$ cat src/hdl/sprite_pkg.sv
// Shared types and constants for the sprite controller system side
// Raster limits assume a 384 x 264 frame with a pixel enable every second clock

package sprite_pkg;

	typedef logic [7:0]  byte_t;
	typedef logic [9:0]  spr_addr_t;
	typedef logic [10:0] cpu_addr_t;
	typedef logic [8:0]  pix_t;
	typedef logic [6:0]  prio_t;
	// Sprite bytes 1 to 7, byte 1 in bits 7:0
	typedef logic [55:0] attr_t;
	typedef logic [17:0] rom_addr_t;
	typedef logic [7:0]  rom_bank_t;

	typedef enum logic [1:0] {
		COPY_IDLE,
		COPY_HEAD,
		COPY_BODY,
		COPY_DONE
	} copy_state_t;

	typedef struct packed {
		cpu_addr_t ab;
		logic      cs;
		logic      rd;
		logic      wr;
		byte_t     din;
	} cpu_bus_t;

	typedef struct packed {
		pix_t h;
		pix_t v;
		logic pix_en;
		logic vblank;
		logic vblank_start;
		logic line_start;
		logic frame_end;
	} raster_t;

	// Register 0 bits: 0 irq, 1 firq, 2 nmi, 3 flip, 4 copy, 5 rom read
	typedef struct packed {
		logic rom_read;
		logic irq_en;
		logic firq_en;
		logic nmi_en;
		logic flip;
		logic copy_en;
	} ctrl_t;

	typedef struct packed {
		spr_addr_t addr;
		byte_t     wdata;
		logic      we;
	} spr_req_t;

	localparam pix_t H_FIRST = 9'h020;
	localparam pix_t H_LAST  = 9'h19F;
	localparam pix_t V_FIRST = 9'h0F8;
	localparam pix_t V_LAST  = 9'h1FF;
	localparam pix_t VBL_ON  = 9'h1F0;
	localparam pix_t VBL_OFF = 9'h110;

	localparam int SPR_COUNT = 128;
	localparam int SPR_BYTES = 8;

	localparam logic [2:0] REG_CTRL    = 3'd0;
	localparam logic [2:0] REG_BANK_LO = 3'd2;
	localparam logic [2:0] REG_BANK_HI = 3'd3;
	localparam logic [2:0] REG_BANK_X  = 3'd4;

	localparam int RST_FRAMES = 8;

endpackage

$ cat src/hdl/sprite_bus_arbiter.sv
// External sprite RAM bus owner, pins registered
// Relies on pix_en toggling every clock to predict the next slot
`timescale 1ns/1ps

module sprite_bus_arbiter (
	input  logic                  clk_12M,
	input  logic                  RES_SYNC,
	input  logic                  pix_en,
	input  sprite_pkg::spr_req_t  cpu_req,
	input  sprite_pkg::spr_req_t  copy_req,
	input  logic                  cpu_want,
	input  logic                  copy_want,
	output logic                  cpu_grant,
	output logic                  copy_grant,
	output sprite_pkg::spr_addr_t oa,
	output sprite_pkg::byte_t     od_out,
	output logic                  owr_n,
	output logic                  ooe_n
);

	import sprite_pkg::*;

	logic take_copy;
	logic take_cpu;
	logic take_any;
	spr_req_t sel_req;

	// Next cycle is a pixel slot when pix_en is low now
	assign take_copy = !pix_en && copy_want;
	assign take_cpu  = pix_en && cpu_want;
	assign take_any  = take_copy || take_cpu;
	assign sel_req   = take_copy ? copy_req : cpu_req;

	always_ff @(posedge clk_12M or negedge RES_SYNC) begin
		if (!RES_SYNC) begin
			cpu_grant  <= 1'b0;
			copy_grant <= 1'b0;
			owr_n      <= 1'b1;
			ooe_n      <= 1'b1;
		end else begin
			cpu_grant  <= take_cpu;
			copy_grant <= take_copy;
			// Idle slot leaves both strobes high
			owr_n <= !(take_any && sel_req.we);
			ooe_n <= !(take_any && !sel_req.we);
		end
	end

	always_ff @(posedge clk_12M) begin
		oa     <= sel_req.addr;
		od_out <= sel_req.wdata;
	end

endmodule

$ cat config.mk
export PLATFORM = sky130hd
export DESIGN_NAME = sprite_bus_arbiter
export DESIGN_NICKNAME = d
export VERILOG_FILES = /design/src/hdl/sprite_pkg.sv /design/src/hdl/sprite_bus_arbiter.sv
export SDC_FILE = /design/constraint.sdc
export NUM_CORES = 1
export LEC_CHECK = 0
export BUFFER_PORTS_ARGS = -buffer_cell sky130_fd_sc_hd__clkbuf_2
export CAP_MARGIN = 20
export CORE_MARGIN = 2
export CORE_UTILIZATION = 39
export DETAILED_ROUTE_END_ITERATION = 10
export HOLD_SLACK_MARGIN = 0.02
export PLACE_DENSITY = 0.89
export SYNTH_ARGS = -nofsm -noshare
export SYNTH_HDL_FRONTEND = slang
export SYNTH_SLANG_ARGS = --single-unit
$ cat constraint.sdc
create_clock -name clk_12M -period 1.12 [get_ports clk_12M]
set_input_delay 0.168 -clock clk_12M [delete_from_list [all_inputs] [get_ports clk_12M]]
set_output_delay 0.168 -clock clk_12M [all_outputs]
set_load 0.02 [all_outputs]
Word-level counts from Yosys, hierarchy flattened
Index checks and enable logic that the tools add are counted.
{"block": "totals", "out_inout_bits": 22, "in_bits": 43, "elab_cells": 16, "ff_bits": 22}
{"block": "classes", "reduce_logical": 9, "n_mux": 1}
{"cell": "$mux 19", "count": 1}
{"cell": "$logic_and 1x1->1", "count": 4}
{"cell": "$logic_not 1->1", "count": 4}
{"cell": "$logic_or 1x1->1", "count": 1}

Depth between registers and ports, before layout
{"block": "depth", "ltp_word": 6, "mapped_depth": 4, "depth_no_buf": 2}

Worst setup path before layout
Ideal clock, no wire load.
{"block": "synth_path", "path_type": "input-to-reg", "startpoint": "in pix_en", "endpoint": "reg oa[0]", "t_required_ns": 0.999, "setup_time_ns": 0.121, "arrival_time_ns": 0.841, "setup_slack_ns": 0.158, "n_path_buf": 2, "path_stages": 4, "cell_sequence": "nand2b_4 -> buf_6 -> buf_12 -> mux2_4"}
{"item": "start, declared", "line_no": "sprite_bus_arbiter.sv:8", "rtl": "input logic pix_en,"}
{"item": "end signal, assigned", "line_no": "sprite_bus_arbiter.sv:50", "rtl": "oa <= sel_req.addr;"}
{"item": "end, declared", "line_no": "sprite_bus_arbiter.sv:15", "rtl": "output sprite_pkg::spr_addr_t oa,"}

Worst setup path in the final report
{"block": "layout_path", "startpoint": "reg ooe_n", "endpoint": "out ooe_n"}
{"item": "start, declared", "line_no": "sprite_bus_arbiter.sv:18", "rtl": "output logic ooe_n"}
{"item": "start signal, assigned", "line_no": "sprite_bus_arbiter.sv:45", "rtl": "ooe_n <= !(take_any && !sel_req.we);"}
No word-level cell between the ends.

==> results.json <==
{
  "multiInputGateArea_sq_um": 281.5,
  "power.total_w": 0.001541,
  "num_antenna_cells": 0,
  "io_buffers": 64,
  "fp.coreArea_sq_um": 1922,
  "fillers": 185,
  "yosysMostFrequentCell": "dfxtp_1",
  "synthDominantCellAreaShare_pct": 46.01,
  "drc": 0,
  "dr_wl_met2_um": 868,
  "violations": "negative setup slack",
  "peakVddDrop_mv": 0.8049,
  "synth_area_leader_cell": "dfxtp_1",
  "maxSlewViolCount": 0,
  "synth_fp_nets": 93,
  "timing.hold.ws_ns": 0.09388,
  "nNetsFinal": 162,
  "cts_tree": "yes",
  "cts_buffers": 3,
  "ff_latch_area_sq_um": 462.9,
  "ctsHtreeMaxLevel": 1,
  "fin_util_pct": 61.00,
  "track_usage_pct": 14.33,
  "die_height_um": 48.82,
  "worst-path-buf-inv": 1,
  "grt_pass1_wl_mm": 2.594,
  "routabilityCongestion": 0.6446,
  "tightest_slew_ns": 0.3101,
  "vias": 615,
  "hold_depth": 2,
  "initial_utilization_pct": 40.76,
  "setup_viol": 1,
  "slowest_stage": "dfstp_2",
  "hpwl_mm": 1.233,
  "place_area_sq_um": 1106,
  "path_class": "register to output pin",
  "worstPathMaxFanout": 1,
  "via_per_inst": 4.241,
  "max-cap-violations": 0,
  "yosysUniqueCellTypes": 14,
  "min-delay-start": "cpu_req[4]",
  "ys_warn_count": 0,
  "cts.clk_slew.worst_paths_ns": 0.11,
  "async_reset_ff_share_pct": 18.18,
  "die_w_um": 48.82,
  "fin_crit_sh_pct": 100.4,
  "wl_per_cell_um": 10.50,
  "final_layout_size_suffix_gt1_share_pct": 75.42,
  "powerDensity_nw_per_um2": 1314,
  "drtPass1Iterations": 4,
  "drt-total-wl_mm": 1.522,
  "crit_family": "flip-flops",
  "maxSlewHeadroom_pct": 79.31,
  "synth_top_flop_cell": "dfxtp_1",
  "dp_slack_ns": 0.009651,
  "synth-seq-cells": 22,
  "routed.top_layer": "met4",
  "p_leak_nw": 0.6462,
  "dieArea_sq_um": 2383,
  "rsz0062_at_grt": "yes",
  "syn-instance-count": 50,
  "drtIter0Drc": 5,
  "status": "finished with violations",
  "cts.sinks": 22,
  "cp-start-kind": "register",
  "ys_seq_area_share_pct": 59.11,
  "arrival_ns": 0.96,
  "grt_pass1_vias": 595,
  "avgSynthCellArea_sq_um": 15.67,
  "grt_overflow": 0,
  "root_buffer": "clkbuf_4",
  "hp-class": "input port to register",
  "finalWorstSetupSlack_ns": -0.004178,
  "grt_max_degree": 20,
  "required_ns": 0.95,
  "fin_area_sq_um": 1172,
  "min_to": "od_out[3]",
  "worstPathCellList": "buf_8",
  "cpPeakStageDelay_ns": 0.56,
  "ys_top_cells_by_area": "dfxtp_1 (46%), mux2_4 (17%), mux2_2 (13%), dfstp_2 (6.7%), dfrtp_1 (6.4%)",
  "hold_viol": 0,
  "layout_min_cycle_time_ns": 1.124,
  "clockBufferDepth": 2,
  "wl_met3_um": 93,
  "netlist_area_sq_um": 783.3,
  "io_pins": 65,
  "m1WireLength_um": 540,
  "synth_edf_count": 0,
  "drtAntennaViolNets": 0,
  "area_delta_synth_final_pct": 49.68,
  "endpoint_kind": "output pin",
  "max_freq_mhz": 889.5,
  "synth.top_cells.by_count": "dfxtp_1 (18), mux2_2 (9), mux2_4 (9)",
  "antenna_found_initial": 0,
  "rows": 16
}
-- metrics by stage --
stage | setup TNS (ns) | instances
floorplan | 0 | 50
global placement | 0 | 139
detailed placement | 0 | 139
CTS | -0.04826 | 145
global route | -0.1001 | 145
finish | -0.004178 | 145
-- final cells by class --
class                   count  area share [%]
well taps                  27           2.882
inverters                   2          0.6403
clock buffers               4           2.241
multi-input cells          24           24.01
flip-flops and latches     22           39.49
repair buffers             66           30.74
-- per-layer routing --
layer  global-route usage (%)  vias up
met4                    7.143        0
li1                         -      303
met3                    3.067        2
met2                    25.57       25
met5                        0        -
met1                    16.02      285
-- kinds of logic (layout without fill, tap and decap cells) --
kind of cell,Yosys count,count (layout),share of synthesized area [%]
muxes,18,18,30.19
AOI/OAI and AO/OA,2,2,2.077
buffers and inverters,4,72,4.952
and+or+nand+nor,4,4,3.673
DFF,22,22,59.11
-- what timing repair did --
| action | 4_1_cts | 5_1_grt |
|---|---|---|
| gates cloned | 0 | 0 |
| setup endpoints to repair | 2 | 2 |
| hold buffers | 2 | 0 |
| endpoints found under the hold margin | 5 | 0 |
| resized for setup | 4 | 2 |
| buffers inserted | 0 | 0 |
-- how the worst max path moves through the flow --
stage | cells after the start | startpoint | slack, ns | endpoint
floorplan | 4 | pix_en | 0.16 | oa[0]
global placement | 3 | pix_en | 0.05 | od_out[2]
detailed placement | 3 | pix_en | 0.01 | od_out[0]
CTS | 1 | ooe_n | -0.02 | ooe_n
global route | 1 | ooe_n | -0.06 | ooe_n
finish | 1 | ooe_n | -0.004 | ooe_n
-- power by group --
group | leakage [nW] | total, W | internal (W) | switching (W)
clock | 0.0150 | 0.000349 | 0.000138 | 0.000211
sequential | 0.199 | 0.000866 | 0.000848 | 0.0000172
combinational | 0.432 | 0.000326 | 0.000173 | 0.000153
-- state kept, by name, summed over array words and instances (netlist names) --
signal and flops:
od_out 8, owr_n 1, oa 10, ooe_n 1, cpu_grant 1, copy_grant 1
-- cells in the final DEF, fill, tap and decap left out --
cell / n
mux2_4: 9
nand2_1: 1
a22oi_1: 1
dfrtp_1: 2
clkbuf_4: 3
inv_1: 2
dfstp_2: 2
nor2_1: 1
a2bb2oi_1: 1
dlygate4sd3_1: 2
dfxtp_1: 18
clkbuf_2: 62
mux2_2: 9
clkbuf_1: 1
buf_8: 2
and2_2: 1
nand2b_4: 1
(Power assumes the default switching activity.)
