$ cat src/hdl/sprite_pkg.sv
// Shared types and constants for the sprite controller system side
// Raster limits assume a 384 x 264 frame with a pixel enable every second clock

package sprite_pkg;

	typedef logic [7:0]  byte_t;
	typedef logic [9:0]  spr_addr_t;
	typedef logic [10:0] cpu_addr_t;
	typedef logic [8:0]  pix_t;
	typedef logic [6:0]  prio_t;
	// Sprite bytes 1 to 7, byte 1 in bits 7:0
	typedef logic [55:0] attr_t;
	typedef logic [17:0] rom_addr_t;
	typedef logic [7:0]  rom_bank_t;

	typedef enum logic [1:0] {
		COPY_IDLE,
		COPY_HEAD,
		COPY_BODY,
		COPY_DONE
	} copy_state_t;

	typedef struct packed {
		cpu_addr_t ab;
		logic      cs;
		logic      rd;
		logic      wr;
		byte_t     din;
	} cpu_bus_t;

	typedef struct packed {
		pix_t h;
		pix_t v;
		logic pix_en;
		logic vblank;
		logic vblank_start;
		logic line_start;
		logic frame_end;
	} raster_t;

	// Register 0 bits: 0 irq, 1 firq, 2 nmi, 3 flip, 4 copy, 5 rom read
	typedef struct packed {
		logic rom_read;
		logic irq_en;
		logic firq_en;
		logic nmi_en;
		logic flip;
		logic copy_en;
	} ctrl_t;

	typedef struct packed {
		spr_addr_t addr;
		byte_t     wdata;
		logic      we;
	} spr_req_t;

	localparam pix_t H_FIRST = 9'h020;
	localparam pix_t H_LAST  = 9'h19F;
	localparam pix_t V_FIRST = 9'h0F8;
	localparam pix_t V_LAST  = 9'h1FF;
	localparam pix_t VBL_ON  = 9'h1F0;
	localparam pix_t VBL_OFF = 9'h110;

	localparam int SPR_COUNT = 128;
	localparam int SPR_BYTES = 8;

	localparam logic [2:0] REG_CTRL    = 3'd0;
	localparam logic [2:0] REG_BANK_LO = 3'd2;
	localparam logic [2:0] REG_BANK_HI = 3'd3;
	localparam logic [2:0] REG_BANK_X  = 3'd4;

	localparam int RST_FRAMES = 8;

endpackage

$ cat src/hdl/raster_timer.sv
// Pixel and line counters, one pixel every second clk_12M cycle
// With flip set the low eight bits of v are inverted; blanking uses the raw count
`timescale 1ns/1ps

module raster_timer (
	input  logic                clk_12M,
	input  logic                RES_SYNC,
	input  logic                flip,
	output sprite_pkg::raster_t raster
);

	import sprite_pkg::*;

	logic pix_en_q;
	pix_t h_cnt;
	pix_t v_cnt;
	pix_t v_next;
	logic line_end;
	logic vblank;
	logic line_start_q;
	logic vblank_start_q;
	logic frame_end_q;

	// Last pixel of the line, only on a pixel-enable cycle
	assign line_end = pix_en_q && (h_cnt == H_LAST);
	assign v_next = (v_cnt == V_LAST) ? V_FIRST : v_cnt + 9'd1;

	// Window wraps through the end of the frame
	assign vblank = (v_cnt >= VBL_ON) || (v_cnt < VBL_OFF);

	always_ff @(posedge clk_12M or negedge RES_SYNC) begin
		if (!RES_SYNC) begin
			pix_en_q       <= 1'b0;
			h_cnt          <= H_FIRST;
			v_cnt          <= V_FIRST;
			line_start_q   <= 1'b0;
			vblank_start_q <= 1'b0;
			frame_end_q    <= 1'b0;
		end else begin
			pix_en_q <= ~pix_en_q;

			// Pulses mark the first clock of the new line
			line_start_q   <= line_end;
			vblank_start_q <= line_end && (v_next == VBL_ON);
			frame_end_q    <= line_end && (v_cnt == V_LAST);

			if (pix_en_q) begin
				h_cnt <= line_end ? H_FIRST : h_cnt + 9'd1;
			end
			if (line_end) begin
				v_cnt <= v_next;
			end
		end
	end

	always_comb begin
		raster.h            = h_cnt;
		raster.v            = {v_cnt[8], v_cnt[7:0] ^ {8{flip}}};
		raster.pix_en       = pix_en_q;
		raster.vblank       = vblank;
		raster.vblank_start = vblank_start_q;
		raster.line_start   = line_start_q;
		raster.frame_end    = frame_end_q;
	end

endmodule

$ cat config.mk
export PLATFORM = sky130hd
export DESIGN_NAME = raster_timer
export DESIGN_NICKNAME = d
export VERILOG_FILES = /design/src/hdl/sprite_pkg.sv /design/src/hdl/raster_timer.sv
export SDC_FILE = /design/constraint.sdc
export NUM_CORES = 1
export LEC_CHECK = 0
export BUFFER_PORTS_ARGS = -buffer_cell sky130_fd_sc_hd__buf_2
export CORE_MARGIN = 1
export CORE_UTILIZATION = 45
export DETAILED_ROUTE_END_ITERATION = 10
export PLACE_DENSITY = 0.71
export SLEW_MARGIN = 40
export SYNTH_ARGS = -nofsm -noshare
export SYNTH_HDL_FRONTEND = slang
export SYNTH_SLANG_ARGS = --single-unit
$ cat constraint.sdc
create_clock -name clk_12M -period 2.5 [get_ports clk_12M]
set_input_delay 0.25 -clock clk_12M [delete_from_list [all_inputs] [get_ports clk_12M]]
set_output_delay 0.25 -clock clk_12M [all_outputs]
set_load 0.02 [all_outputs]
Yosys cells after proc, flatten, opt, wreduce, memory -nomap -nowiden
Index checks and enable logic that the tools add are counted.
W data, S select, Z words.
{"block": "classes", "bitwise": 2, "n_addsub": 2, "shift": 0, "div_mod_pow": 0, "mul": 0, "n_mux": 2, "n_eq_ne": 3, "n_lt_le_gt_ge": 2, "n_reduce_logical": 4}
{"cell": "$eq A9 B9 Y1 const B", "n": 3}
{"cell": "$add A9 B1 Y9 const B", "n": 2}
{"cell": "$mux W9", "n": 2}
{"cell": "$ge A9 B9 Y1 const B", "n": 1}
{"cell": "$lt A9 B9 Y1 const B", "n": 1}
{"cell": "$xor A8 B8 Y8", "n": 1}
{"cell": "$logic_and A1 B1 Y1", "n": 3}
{"cell": "$logic_or A1 B1 Y1", "n": 1}
{"cell": "$not A1 Y1", "n": 1}
{"block": "word_totals", "regBits": 22, "latchBits": 0, "elab_cells": 21, "romBits": 0, "in_bits": 3, "n_memories": 0, "mem_bits_rw": 0}

Depth between registers and ports, before layout
{"block": "logic_depth", "word_depth": 4, "mapped_depth": 8}

Worst setup path after synthesis
No wires, ideal clock.
{"block": "synth_timing", "path_type": "reg-to-reg", "startpoint": "register h_cnt[0]", "endpoint": "register h_cnt[0]", "arrival_time_ns": 1.819, "synth_period_minus_slack_ns": 1.944, "stages_incl_launch_ff": 8, "slack_ns": 0.556, "cell_sequence": "dfrtp_1 ha_1 nand3_1 or4_4 buf_6 clkinv_8 nor2_1 mux2_2"}
{"block": "synth_between", "elab_chain_cells": 3}
{"item": "start: declaration", "line_no": "raster_timer.sv:15", "rtl": "pix_t h_cnt;"}
{"item": "start signal: assignment", "line_no": "raster_timer.sv:48", "rtl": "h_cnt <= line_end ? H_FIRST : h_cnt + 9'd1;"}
{"item": "parallel branches: the longest is 2 deep, another holds $add A9 B1 Y9"}
{"item": "$mux W9 (*)", "line_no": "raster_timer.sv:48"}
Every way passes the cells marked *.
A chain may end at the register's enable or synchronous reset.

Worst setup path in the final report
{"block": "layout_timing", "startpoint": "register h_cnt[1]", "endpoint": "register vblank_start_q"}
{"block": "layout_between", "elab_chain_cells": 3}
{"item": "$eq A9 B9 Y1", "line_no": "raster_timer.sv:25", "rtl": "assign line_end = pix_en_q && (h_cnt == H_LAST);"}
{"item": "$logic_and A1 B1 Y1", "line_no": "raster_timer.sv:25"}
{"item": "$logic_and A1 B1 Y1", "line_no": "raster_timer.sv:44", "rtl": "vblank_start_q <= line_end && (v_next == VBL_ON);"}
{"item": "end signal: assignment", "line_no": "raster_timer.sv:44"}
{"item": "end: declaration", "line_no": "raster_timer.sv:21", "rtl": "logic vblank_start_q;"}
No other way between the ends.

==> run metrics <==
clk buf depth 2; switching power total 0.000133 W; Synth Area in Simple Gates 0.196; Starting Density 0.472; Sw Share 0.227; Peak supply drop around 0.38 mV; Clk pin slew, worst setup/hold paths 0.13 ns; # diodes 0; worst skew pair latency 0.31 ns; mux cell area share after synthesis 0.00872; Boundary Pins 26; EDFF count, synth 0; Die ar. 3090 µm²; RSZ-0062 raised after global routing no; register share of total power 0.606; Synthesized Nets 143; Finish-stage setup viols 0; top_reg_cell synth dfrtp_1; Reg2Reg Depth 6; reg-to-reg slack, setup 0.53 ns; synth unique cells 35; Int Pwr 0.000454 W; Compound-Gate Fraction of Synth Area 0.119; initial antenna violation count 0; status complete, no violations; Yosys reg bits 22; Pre-antenna DRT Iters 4; Worst setup SP type flop; Num Clock Sinks 22; r2r startpoint h_cnt[1]; vias 979; Comb power frac 0.053; setup TNS 0 ns; most common cell in the netlist dfrtp_1; nets@finish 160; final std cells w/o fill about 180; hpwl dp 1.73 mm; core area approximately 2700 µm²; Adder-Cell Fraction of Synth Area 0.0484; Hold Fails Final Rpt 0; mapped cell area 1290 µm²; CP max stage cell or4_4; 1st-iter DRT viols 21; CTS tree done; Synth area leader dfrtp_1; worst-path cell chain ha_1, nand3_1, or4_4, clkinv_8, nand3_2, nor4_1; largest net degree at the start of global routing 23; Die H 55.6 µm; Max-cap violations 0; r2r endpoint vblank_start_q; WP data arrival ~2.2 ns; Post-synth ARST share 1.00; TritonCTS buffer count 3; layout cell share with drive strength beyond 1 0.278; Inst Count DP 177; Lkg Pwr 0.644 nW; Yosys top cell area share 0.310; vias per cell 5.38; routed wire length around 2.4 mm; Final ANT Viol Nets 0; Routed wire per std cell 12.9 µm; Worst EP required 2.71 ns; setup fix buffers added after clock tree synthesis 0; sequential fraction of the synthesis area 0.432; critical path fanouts, max 15; DRC errors left 0; Clk pwr share 0.341; crit-path max cell delay 0.60 ns; gpl congestion between 0.8 and 0.9; Syn Inst Count 135; row cnt 19; Mapped Avg Cell Area 9.56 µm²; min-delay worst type in -> async; Synth area leaders dfrtp_1 31%, dfstp_2 12%, xor2_1 6.1%, ha_1 4.8%, buf_4 4.1%; Crit Path Class reg -> reg; H-tree depth 1; critical path capture point type flop; Max Slew Vio Count 0; area grow syn2layout 9.59%; top cells by count, synth 16 x dfrtp_1, 10 x nand2_1, 10 x nor2_1, 9 x o21ai_0, 9 x xor2_1; Post-Synth XOR/XNOR Area 0.102; Slew @ Worst Pin 0.487 ns; fmax around 510 MHz; global-route wire length before repair between 4 and 5 mm; clk_skew 0.00440 ns; CTS Root Cell clkbuf_4; slew margin rel. 0.675; Tot Pwr 0.000588 W; Die X between 50 and 60 µm; PwrDens 415 nW/µm²; vias in the first global route 913; Global Route Usage Sum 0.167; final hold slack 0.414 ns; main combinational cell family by area after synthesis simple AND/OR/NAND/NOR gates; IO buf count 25; Period Utilization, post-route 0.788; Tmin final 1.97 ns; Ys Warns 0; grt total ovfl 0
[kinds of logic after synthesis]
logic type / count (synthesis)
AOI/OAI and AO/OA: 24
xor gates and xnor gates: 15
adders and majority gates: 5
buffers and inverters: 20
DFF: 22
muxes: 1
and+or+nand+nor: 48
[through the flow]
step                      cell area (µm²)  setup WS (ns)   util
after floorplan                      1290          0.556      -
after global placement               1370          0.591  0.501
after detailed placement             1370          0.572  0.501
after CTS                            1420          0.543  0.518
after global routing                 1420          0.367  0.518
final                                1420          0.529  0.518
[power by group through the flow]
stage / clock [W] / sequential [W] / combinational (W)
after floorplan: 0 / 0.000363 / 0.0000157
after global placement: 0 / 0.000363 / 0.0000306
after detailed placement: 0 / 0.000363 / 0.0000310
after CTS: 0.000209 / 0.000356 / 0.0000321
after global routing: 0.000220 / 0.000357 / 0.0000346
final: 0.000200 / 0.000356 / 0.0000310
[critical path: cells and delay by family (launching register included)]
kind	cells	cell delay, ns
simple gates	4	1.06
fa+ha+maj	1	0.24
buf+inv	1	0.12
flops	1	0.45
[cells in the final DEF (no fill, tap or decap), types with 2 or more instances in the layout]
| master | instances |
|---|---|
| o21bai_1 | 2 |
| o2bb2ai_1 | 2 |
| o21ai_0 | 9 |
| ha_1 | 5 |
| or3_1 | 2 |
| a21oi_1 | 4 |
| nand3_2 | 2 |
| xor2_1 | 9 |
| buf_2 | 25 |
| or4_1 | 2 |
| nand2_1 | 10 |
| nand3_1 | 8 |
| clkbuf_4 | 3 |
| nor2_1 | 10 |
| dfrtp_1 | 16 |
| dfstp_2 | 6 |
| a22o_1 | 2 |
| xnor2_1 | 6 |
| inv_1 | 5 |
| a31o_2 | 2 |
| nand4_1 | 4 |
| nor3_1 | 3 |
[sequential cells by signal, indices dropped and copies added, names as in the netlist]
signal / count
h_cnt: 9
v_cnt: 9
frame_end_q: 1
line_start_q: 1
pix_en_q: 1
vblank_start_q: 1
[repair_timing]
action / in CTS / in global routing
endpoints found under the setup margin: 0 / 0
hold buffers: 1 / 0
hold endpoints to repair: 16 / 0
gates resized for setup: 0 / 0
[area by class of cell]
cell class | instances | area, µm²
multi-input cells | 93 | 612
well taps | 31 | 38.8
clock buffers | 4 | 36.3
flip-flops and latches | 22 | 558
inverters | 6 | 35.0
repair buffers | 26 | 135
fillers | 269 | 1320
[worst max path at each step]
stage / from / to / slack [ns]
global placement: h_cnt[1] / v_cnt[2] / 0.59
floorplan: h_cnt[0] / h_cnt[0] / 0.56
CTS: h_cnt[0] / vblank_start_q / 0.54
global route: h_cnt[1] / vblank_start_q / 0.37
finish: h_cnt[1] / vblank_start_q / 0.53
detailed placement: h_cnt[0] / v_cnt[2] / 0.57
[routing by layer]
metal / GRT usage / share of wire / wire length [µm] / up-vias
met2: 0.289 / 0.50 / 1180 / 21
li1: - / - / - / 492
met1: 0.211 / 0.46 / 1080 / 464
met3: 0.0445 / 0.034 / 79 / 2
met4: 0.0321 / 0.0055 / 13 / 0
met5: 0 / 0 / 0 / -
No activity file was read; power rests on OpenSTA's default activity.
