===== src/hdl/sprite_pkg.sv =====
// Shared types and constants for the sprite controller system side
// Raster limits assume a 384 x 264 frame with a pixel enable every second clock

package sprite_pkg;

	typedef logic [7:0]  byte_t;
	typedef logic [9:0]  spr_addr_t;
	typedef logic [10:0] cpu_addr_t;
	typedef logic [8:0]  pix_t;
	typedef logic [6:0]  prio_t;
	// Sprite bytes 1 to 7, byte 1 in bits 7:0
	typedef logic [55:0] attr_t;
	typedef logic [17:0] rom_addr_t;
	typedef logic [7:0]  rom_bank_t;

	typedef enum logic [1:0] {
		COPY_IDLE,
		COPY_HEAD,
		COPY_BODY,
		COPY_DONE
	} copy_state_t;

	typedef struct packed {
		cpu_addr_t ab;
		logic      cs;
		logic      rd;
		logic      wr;
		byte_t     din;
	} cpu_bus_t;

	typedef struct packed {
		pix_t h;
		pix_t v;
		logic pix_en;
		logic vblank;
		logic vblank_start;
		logic line_start;
		logic frame_end;
	} raster_t;

	// Register 0 bits: 0 irq, 1 firq, 2 nmi, 3 flip, 4 copy, 5 rom read
	typedef struct packed {
		logic rom_read;
		logic irq_en;
		logic firq_en;
		logic nmi_en;
		logic flip;
		logic copy_en;
	} ctrl_t;

	typedef struct packed {
		spr_addr_t addr;
		byte_t     wdata;
		logic      we;
	} spr_req_t;

	localparam pix_t H_FIRST = 9'h020;
	localparam pix_t H_LAST  = 9'h19F;
	localparam pix_t V_FIRST = 9'h0F8;
	localparam pix_t V_LAST  = 9'h1FF;
	localparam pix_t VBL_ON  = 9'h1F0;
	localparam pix_t VBL_OFF = 9'h110;

	localparam int SPR_COUNT = 128;
	localparam int SPR_BYTES = 8;

	localparam logic [2:0] REG_CTRL    = 3'd0;
	localparam logic [2:0] REG_BANK_LO = 3'd2;
	localparam logic [2:0] REG_BANK_HI = 3'd3;
	localparam logic [2:0] REG_BANK_X  = 3'd4;

	localparam int RST_FRAMES = 8;

endpackage


===== src/hdl/cpu_regs.sv =====
// CPU side: register file, interrupt flags, reset delay and sprite RAM port
// CPU strobes are levels held at least four clocks; one RAM access per strobe
`timescale 1ns/1ps

module cpu_regs (
	input  logic                  clk_12M,
	input  logic                  RES_SYNC,
	input  sprite_pkg::cpu_bus_t  cpu,
	input  sprite_pkg::raster_t   raster,
	input  logic                  copy_busy,
	input  logic                  spr_grant,
	input  sprite_pkg::byte_t     od_in,
	output sprite_pkg::byte_t     db_out,
	output sprite_pkg::ctrl_t     ctrl,
	output sprite_pkg::spr_req_t  spr_req,
	output logic                  spr_want,
	output sprite_pkg::rom_addr_t rom_addr,
	output sprite_pkg::rom_bank_t rom_bank,
	output logic                  irq_n,
	output logic                  firq_n,
	output logic                  nmi_n,
	output logic                  rst
);

	import sprite_pkg::*;

	ctrl_t ctrl_q;
	byte_t bank_lo;
	byte_t bank_hi;
	logic [1:0] bank_x;
	logic wr_q;
	logic wr_rise;
	logic reg_sel;
	logic spr_sel;
	logic spr_done;
	byte_t rd_lat;
	logic [2:0] int_evt;
	logic [2:0] int_en;
	logic [2:0] int_q;
	logic [RST_FRAMES-1:0] rst_sr;

	// Registers sit in the first eight bytes of the lower half
	assign reg_sel = cpu.cs && !cpu.ab[10] && (cpu.ab[9:3] == 7'd0);
	// Upper half is sprite RAM unless the ROM window is open
	assign spr_sel = cpu.cs && cpu.ab[10] && !ctrl_q.rom_read;
	assign wr_rise = cpu.wr && !wr_q;

	always_ff @(posedge clk_12M or negedge RES_SYNC) begin
		if (!RES_SYNC) begin
			wr_q    <= 1'b0;
			ctrl_q  <= '0;
			bank_lo <= '0;
			bank_hi <= '0;
			bank_x  <= '0;
		end else begin
			wr_q <= cpu.wr;
			if (wr_rise && reg_sel) begin
				case (cpu.ab[2:0])
					REG_CTRL: begin
						ctrl_q.irq_en   <= cpu.din[0];
						ctrl_q.firq_en  <= cpu.din[1];
						ctrl_q.nmi_en   <= cpu.din[2];
						ctrl_q.flip     <= cpu.din[3];
						ctrl_q.copy_en  <= cpu.din[4];
						ctrl_q.rom_read <= cpu.din[5];
					end
					REG_BANK_LO: bank_lo <= cpu.din;
					REG_BANK_HI: bank_hi <= cpu.din;
					REG_BANK_X:  bank_x  <= cpu.din[1:0];
					default: ;
				endcase
			end
		end
	end

	assign ctrl = ctrl_q;

	// Flags set on their raster event, cleared while disabled
	assign int_evt = {raster.line_start && (raster.v[4:0] == 5'd0),
		raster.line_start && !raster.v[0],
		raster.vblank_start};
	assign int_en = {ctrl_q.nmi_en, ctrl_q.firq_en, ctrl_q.irq_en};

	always_ff @(posedge clk_12M or negedge RES_SYNC) begin
		if (!RES_SYNC) begin
			int_q    <= '0;
			rst_sr   <= '0;
			spr_done <= 1'b0;
		end else begin
			int_q <= (int_q | int_evt) & int_en;
			if (raster.vblank_start) begin
				rst_sr <= {rst_sr[RST_FRAMES-2:0], 1'b1};
			end
			// Re-armed once the strobe drops
			if (!(cpu.rd || cpu.wr)) begin
				spr_done <= 1'b0;
			end else if (spr_grant) begin
				spr_done <= 1'b1;
			end
		end
	end

	assign {nmi_n, firq_n, irq_n} = ~int_q;
	assign rst = rst_sr[RST_FRAMES-1];

	assign spr_want = spr_sel && (cpu.rd || cpu.wr) && !spr_done;
	assign spr_req.addr  = cpu.ab[9:0];
	assign spr_req.wdata = cpu.din;
	assign spr_req.we    = cpu.wr;

	// Read byte is only valid during the grant cycle
	always_ff @(posedge clk_12M) begin
		if (spr_grant && cpu.rd) begin
			rd_lat <= od_in;
		end
	end

	assign db_out = (reg_sel && cpu.rd && (cpu.ab[2:0] == REG_CTRL)) ?
		{7'd0, copy_busy} : rd_lat;

	assign rom_addr = ctrl_q.rom_read ? {bank_hi[1:0], bank_lo, cpu.ab[9:2]} : '0;
	assign rom_bank = {bank_x, bank_hi[7:2]};

endmodule


===== config.mk =====
export PLATFORM = sky130hd
export DESIGN_NAME = cpu_regs
export DESIGN_NICKNAME = d
export VERILOG_FILES = /design/src/hdl/sprite_pkg.sv /design/src/hdl/cpu_regs.sv
export SDC_FILE = /design/constraint.sdc
export NUM_CORES = 1
export LEC_CHECK = 0
export BUFFER_PORTS_ARGS = -buffer_cell sky130_fd_sc_hd__buf_2
export CORE_MARGIN = 3
export CORE_UTILIZATION = 45
export CTS_BUF_LIST = sky130_fd_sc_hd__clkbuf_8
export CTS_CLUSTER_DIAMETER = 80
export DETAILED_ROUTE_END_ITERATION = 6
export GPL_TIMING_DRIVEN = 0
export PLACE_DENSITY_LB_ADDON = 0.12
export SLEW_MARGIN = 20
export SYNTH_ARGS = -nofsm -noshare
export SYNTH_HDL_FRONTEND = slang
export SYNTH_SLANG_ARGS = --single-unit

===== constraint.sdc =====
create_clock -name clk_12M -period 1.9 [get_ports clk_12M]
set_clock_uncertainty 0.15 [all_clocks]
set_input_delay 0 -clock clk_12M [delete_from_list [all_inputs] [get_ports clk_12M]]
set_output_delay 0 -clock clk_12M [all_outputs]
set_load 0.01 [all_outputs]

; Word-level counts from Yosys, hierarchy flattened
; Cells that the tools add are included.
[totals]
reg_bits = 45
in_bits = 57
output_inout_bits = 64
elab_cells = 51
[classes]
n_eq_ne = 4
mux = 4
bitwise_logic = 3
reduce_logical = 26
[ops]
columns = op, n
row1 = $mux W18, 1
row2 = $logic_and A1 B1 Y1, 13
row3 = $mux W8, 1
row4 = $reduce_and A2 Y1, 4
row5 = $logic_not A7 Y1, 1
row6 = $eq A3 B2 Y1 const B, 2
row7 = $logic_not A1 Y1, 5
row8 = $logic_not A5 Y1, 1
row9 = $and A3 B3 Y3, 1
row10 = $eq A3 B3 Y1 const B, 1
row11 = $logic_not A3 Y1, 1
row12 = $not A3 Y3, 1
row13 = $or A3 B3 Y3, 1
row14 = $mux W1, 2
row15 = $ne A2 B2 Y1 const B, 1
row16 = $logic_or A1 B1 Y1, 1

; Logic depth before layout (Yosys ltp)
[logic_depth]
word_depth = 6
ltp_mapped = 5
ltp_nobuf = 4

; Worst setup path after synthesis
; OpenSTA, ideal clock, no wires.
[synth_timing]
path_kind = input-to-reg
startpoint = in cpu[17] (netlist name)
endpoint = reg bank_x[0]
setup_ps = 125
arrival_ps = 1361
t_required_ps = 1625
path_slack_ps = 265
stages = 4
path_buffers = 0
cell_sequence = or4_4 -> nor4_4 -> and4b_2 -> mux2_2
[synth_via]
elab_chain_cells = 4
[synth_rtl]
columns = item, line_no
row1 = start: declaration, cpu_regs.sv:8  ; input sprite_pkg::cpu_bus_t cpu,
row2 = $logic_not A7 Y1, cpu_regs.sv:43  ; assign reg_sel = cpu.cs && !cpu.ab[10] && (cpu.ab[9:3] == 7'd0);
row3 = $logic_and A1 B1 Y1, cpu_regs.sv:43
row4 = $logic_and A1 B1 Y1, cpu_regs.sv:57  ; if (wr_rise && reg_sel) begin
row5 = $reduce_and A2 Y1 (no source line), n/a
row6 = end signal: assignment, cpu_regs.sv:69  ; REG_BANK_X: bank_x <= cpu.din[1:0];
row7 = end: declaration, cpu_regs.sv:30  ; logic [1:0] bank_x;
; Every way passes these cells.
; A chain may end at the register's enable or synchronous reset.

; Worst setup path after layout
[layout_timing]
startpoint = in cpu[17] (netlist name)
endpoint = out db_out[0]
[layout_via]
elab_chain_cells = 5
[layout_rtl]
columns = item, line_no
row1 = $logic_not A7 Y1, cpu_regs.sv:43
row2 = $logic_and A1 B1 Y1, cpu_regs.sv:43
row3 = $logic_and A1 B1 Y1 (2 in a row), cpu_regs.sv:118  ; assign db_out = (reg_sel && cpu.rd && (cpu.ab[2:0] == REG_CTRL)) ?
row4 = $mux W8, cpu_regs.sv:118
row5 = end: declaration, cpu_regs.sv:13  ; output sprite_pkg::byte_t db_out,
; Every way passes these cells.

==> impl_metrics.json <==
{
  "rr_endpoint": "bank_hi[0]",
  "nFillCells": 343,
  "syn-mean-instance-area_sq_um": 13.18,
  "synth_edf_count": 8,
  "insertion_delay_ns": 0.30,
  "fin_area_sq_mm": 0.003042,
  "cts_sinks": 45,
  "vias": 1587,
  "die_width_microns": 74.25,
  "syn_area_sq_mm": 0.002096,
  "grt_start_max_net_pins": 38,
  "drive_above_1_share": 0.6203,
  "synthTopCellsByArea": "dfrtp_1 (44%), mux2_2 (17%), edfxtp_1 (11%)",
  "netlist_instances": 159,
  "hold_depth": 2,
  "synthArstFlopShare": 0.8222,
  "yosysSeqAreaShare": 0.5564,
  "yosysWarningCount": 0,
  "pwr_density_cell_mw_per_mm2": 635.1,
  "period_share": 0.9194,
  "post_dp_cell_area_sq_mm": 0.002676,
  "synth.distinct_cells": 24,
  "drc": 0,
  "vias_per_cell": 4.573,
  "io_buffers": 103,
  "drv_slew": 0,
  "arrival_ns": 1.60,
  "rr_worst_depth": 4,
  "cts_root_buf": "clkbuf_8",
  "hp-class": "primary input to flop",
  "crit_top_cell": "buf_2",
  "cts_tree": "done",
  "ioPinCount": 121,
  "synth-seq-cells": 45,
  "slew_headroom": 0.4450,
  "initial_utilization": 0.4748,
  "core_area_sq_mm": 0.004414,
  "grt_pass1_wl_mm": 7.279,
  "grt-ovfl-total": 0,
  "tns_ns": 0,
  "track_usage": 0.1767,
  "setup_viol": 0,
  "p_int_uw": 1512,
  "die-area_sq_mm": 0.005512,
  "reg2reg_slack_ns": 0.26,
  "cts_setup_buffers": 0,
  "ys_top_cells_by_count": "dfrtp_1 (37), mux2_2 (32), buf_4 (26)",
  "slowest_delay_ns": 0.56,
  "fin_ws_ns": 0.1532,
  "cts_buffers": 5,
  "synth_nets": 216,
  "path_cells": "buf_2, or4_4, nor4_4, nand3_2, mux2_2, buf_2",
  "yosys.area.top_type": "dfrtp_1",
  "critPathMaxFanout": 8,
  "syn_to_final_growth_pct": 45.13,
  "first_global_vias": 1514,
  "pwr-share-clk": 0.364,
  "ir_worst_vdd_mv": 0.4531,
  "synth_flop_cell": "dfrtp_1",
  "post-dp-hpwl_mm": 3.334,
  "power.total_uw": 1932,
  "drt_pass1_iterations": 4,
  "diodes": 0,
  "tightest_slew_ns": 0.8325,
  "cp-end-kind": "output pin",
  "status": "completed",
  "p_sw_uw": 420.0,
  "p_leak_uw": 0.001594,
  "synth.most_common_cell": "dfrtp_1",
  "worstSetupPathType": "primary input to output pin",
  "antenna_found_initial": 0,
  "cp.required_ns": 1.75,
  "min_from": "raster[2]",
  "hold_viol": 0,
  "r2r_start": "wr_q",
  "clkTransAtPathRegs_ns": 0.08,
  "combPwrFrac": 0.117,
  "critPathSlowestCell": "or4_4",
  "fin_crit_ns": 1.747,
  "wl_per_cell_microns": 13.76,
  "nNetsFinal": 351,
  "synthDominantCellAreaShare": 0.4418,
  "rsz0062_at_grt": "no",
  "swShare": 0.2174,
  "first_iter_violations": 28,
  "dp_slack_ns": 0.008236,
  "antenna_left": 0,
  "place.gp.congestion": 0.7082,
  "cts.htree.levels": 2,
  "final_core_util": 0.6891,
  "pwr-share-seq": 0.519,
  "critPathLaunchType": "primary input",
  "fp-row-count": 24,
  "clock_path_buffers": 2,
  "die_h_microns": 74.25,
  "wirelength_mm": 4.776,
  "max_freq_ghz": 0.5725,
  "hold_end": "int_q[0]",
  "cap_violations": 0
}
## metal layers
| metal | global-route usage | up-vias | wire, microns |
|---|---|---|---|
| met1 | 0.2148 | 732 | 1958 |
| met3 | 0.04189 | 7 | 405 |
| met4 | 0.05336 | 0 | 56 |
| met5 | 0 | - | 0 |
| li1 | - | 781 | - |
| met2 | 0.3120 | 67 | 2356 |
## through the flow
stage	instances	hold WS, ns
2_1_floorplan	159	-0.4456
3_3_place_gp	314	-0.008198
3_5_place_dp	314	-0.009525
4_1_cts	347	0.01212
5_1_grt	347	0.05335
6_report	347	0.003714
## logic make-up (layout without fill, tap and decap cells)
family	after synthesis	count (layout)	share of synthesized area
compound gates	3	3	0.009548
buf+inv	32	168	0.1039
flops	45	45	0.5564
mux	32	32	0.1719
simple gates	47	47	0.1582
## worst max path at each step
| stage | startpoint | to | slack [ns] | cells after the start |
|---|---|---|---|---|
| after global routing | cpu[17] | db_out[0] | 0.06 | 6 |
| after floorplan | cpu[17] | bank_x[0] | 0.26 | 4 |
| after detailed placement | cpu[17] | bank_hi[0] | 0.008 | 6 |
| final | cpu[17] | db_out[0] | 0.15 | 6 |
| after global placement | cpu[17] | bank_x[1] | 0.04 | 5 |
| after CTS | cpu[17] | db_out[0] | 0.06 | 6 |
## power groups by stage
stage | registers (uW) | logic (uW) | clock network, uW
after floorplan | 1020 | 78.9 | 0
after global placement | 1020 | 182 | 0
after detailed placement | 1020 | 185 | 0
after CTS | 1000 | 226 | 715
after global routing | 1000 | 247 | 757
final | 1000 | 226 | 704
## what timing repair did
action	4_1_cts	5_1_grt
hold buffers	25	0
endpoints found under the hold margin	73	0
setup endpoints to repair	0	1
resized for setup	0	1
## final cells by class
cell class | instances | area [sq um] | area share
buffer | 29 | 206.4 | 0.06787
timing repair buffer | 128 | 765.7 | 0.2517
clock inverter | 3 | 41.29 | 0.01357
multi-input combinational | 82 | 716.9 | 0.2357
sequential | 45 | 1166 | 0.3834
inverter | 3 | 11.26 | 0.003702
tap | 52 | 65.06 | 0.02139
clock buffer | 5 | 68.82 | 0.02262
## placed cells by master, fill, tap and decap left out, drive strengths merged
cell type,instances
buf,129
dfrtp,37
mux2,32
and2,26
dlygate4sd3,25
edfxtp,8
clkbuf,8
nor2,4
nor4,4
inv,3
nor2b,2
o21a,2
nand2,2
or4,1
or2b,1
nand3,1
a21oi,1
and3b,1
nand4b,1
and4,1
nor4b,1
and4b,1
or2,1
clkinv,1
clkinvlp,1
bufinv,1
## sequential cells by signal (all words and copies together), names as in the netlist
register  flops
bank_hi       8
bank_lo       8
bank_x        2
ctrl          6
int_q         3
rd_lat        8
rst_sr        8
spr_done      1
wr_q          1
## worst max-delay path: cells and delay by family
kind                   cells  cell delay (ns)
and+or+nand+nor            3             1.05
muxes                      1             0.31
buffers and inverters      2             0.25
No activity file was read; power rests on OpenSTA's default activity.
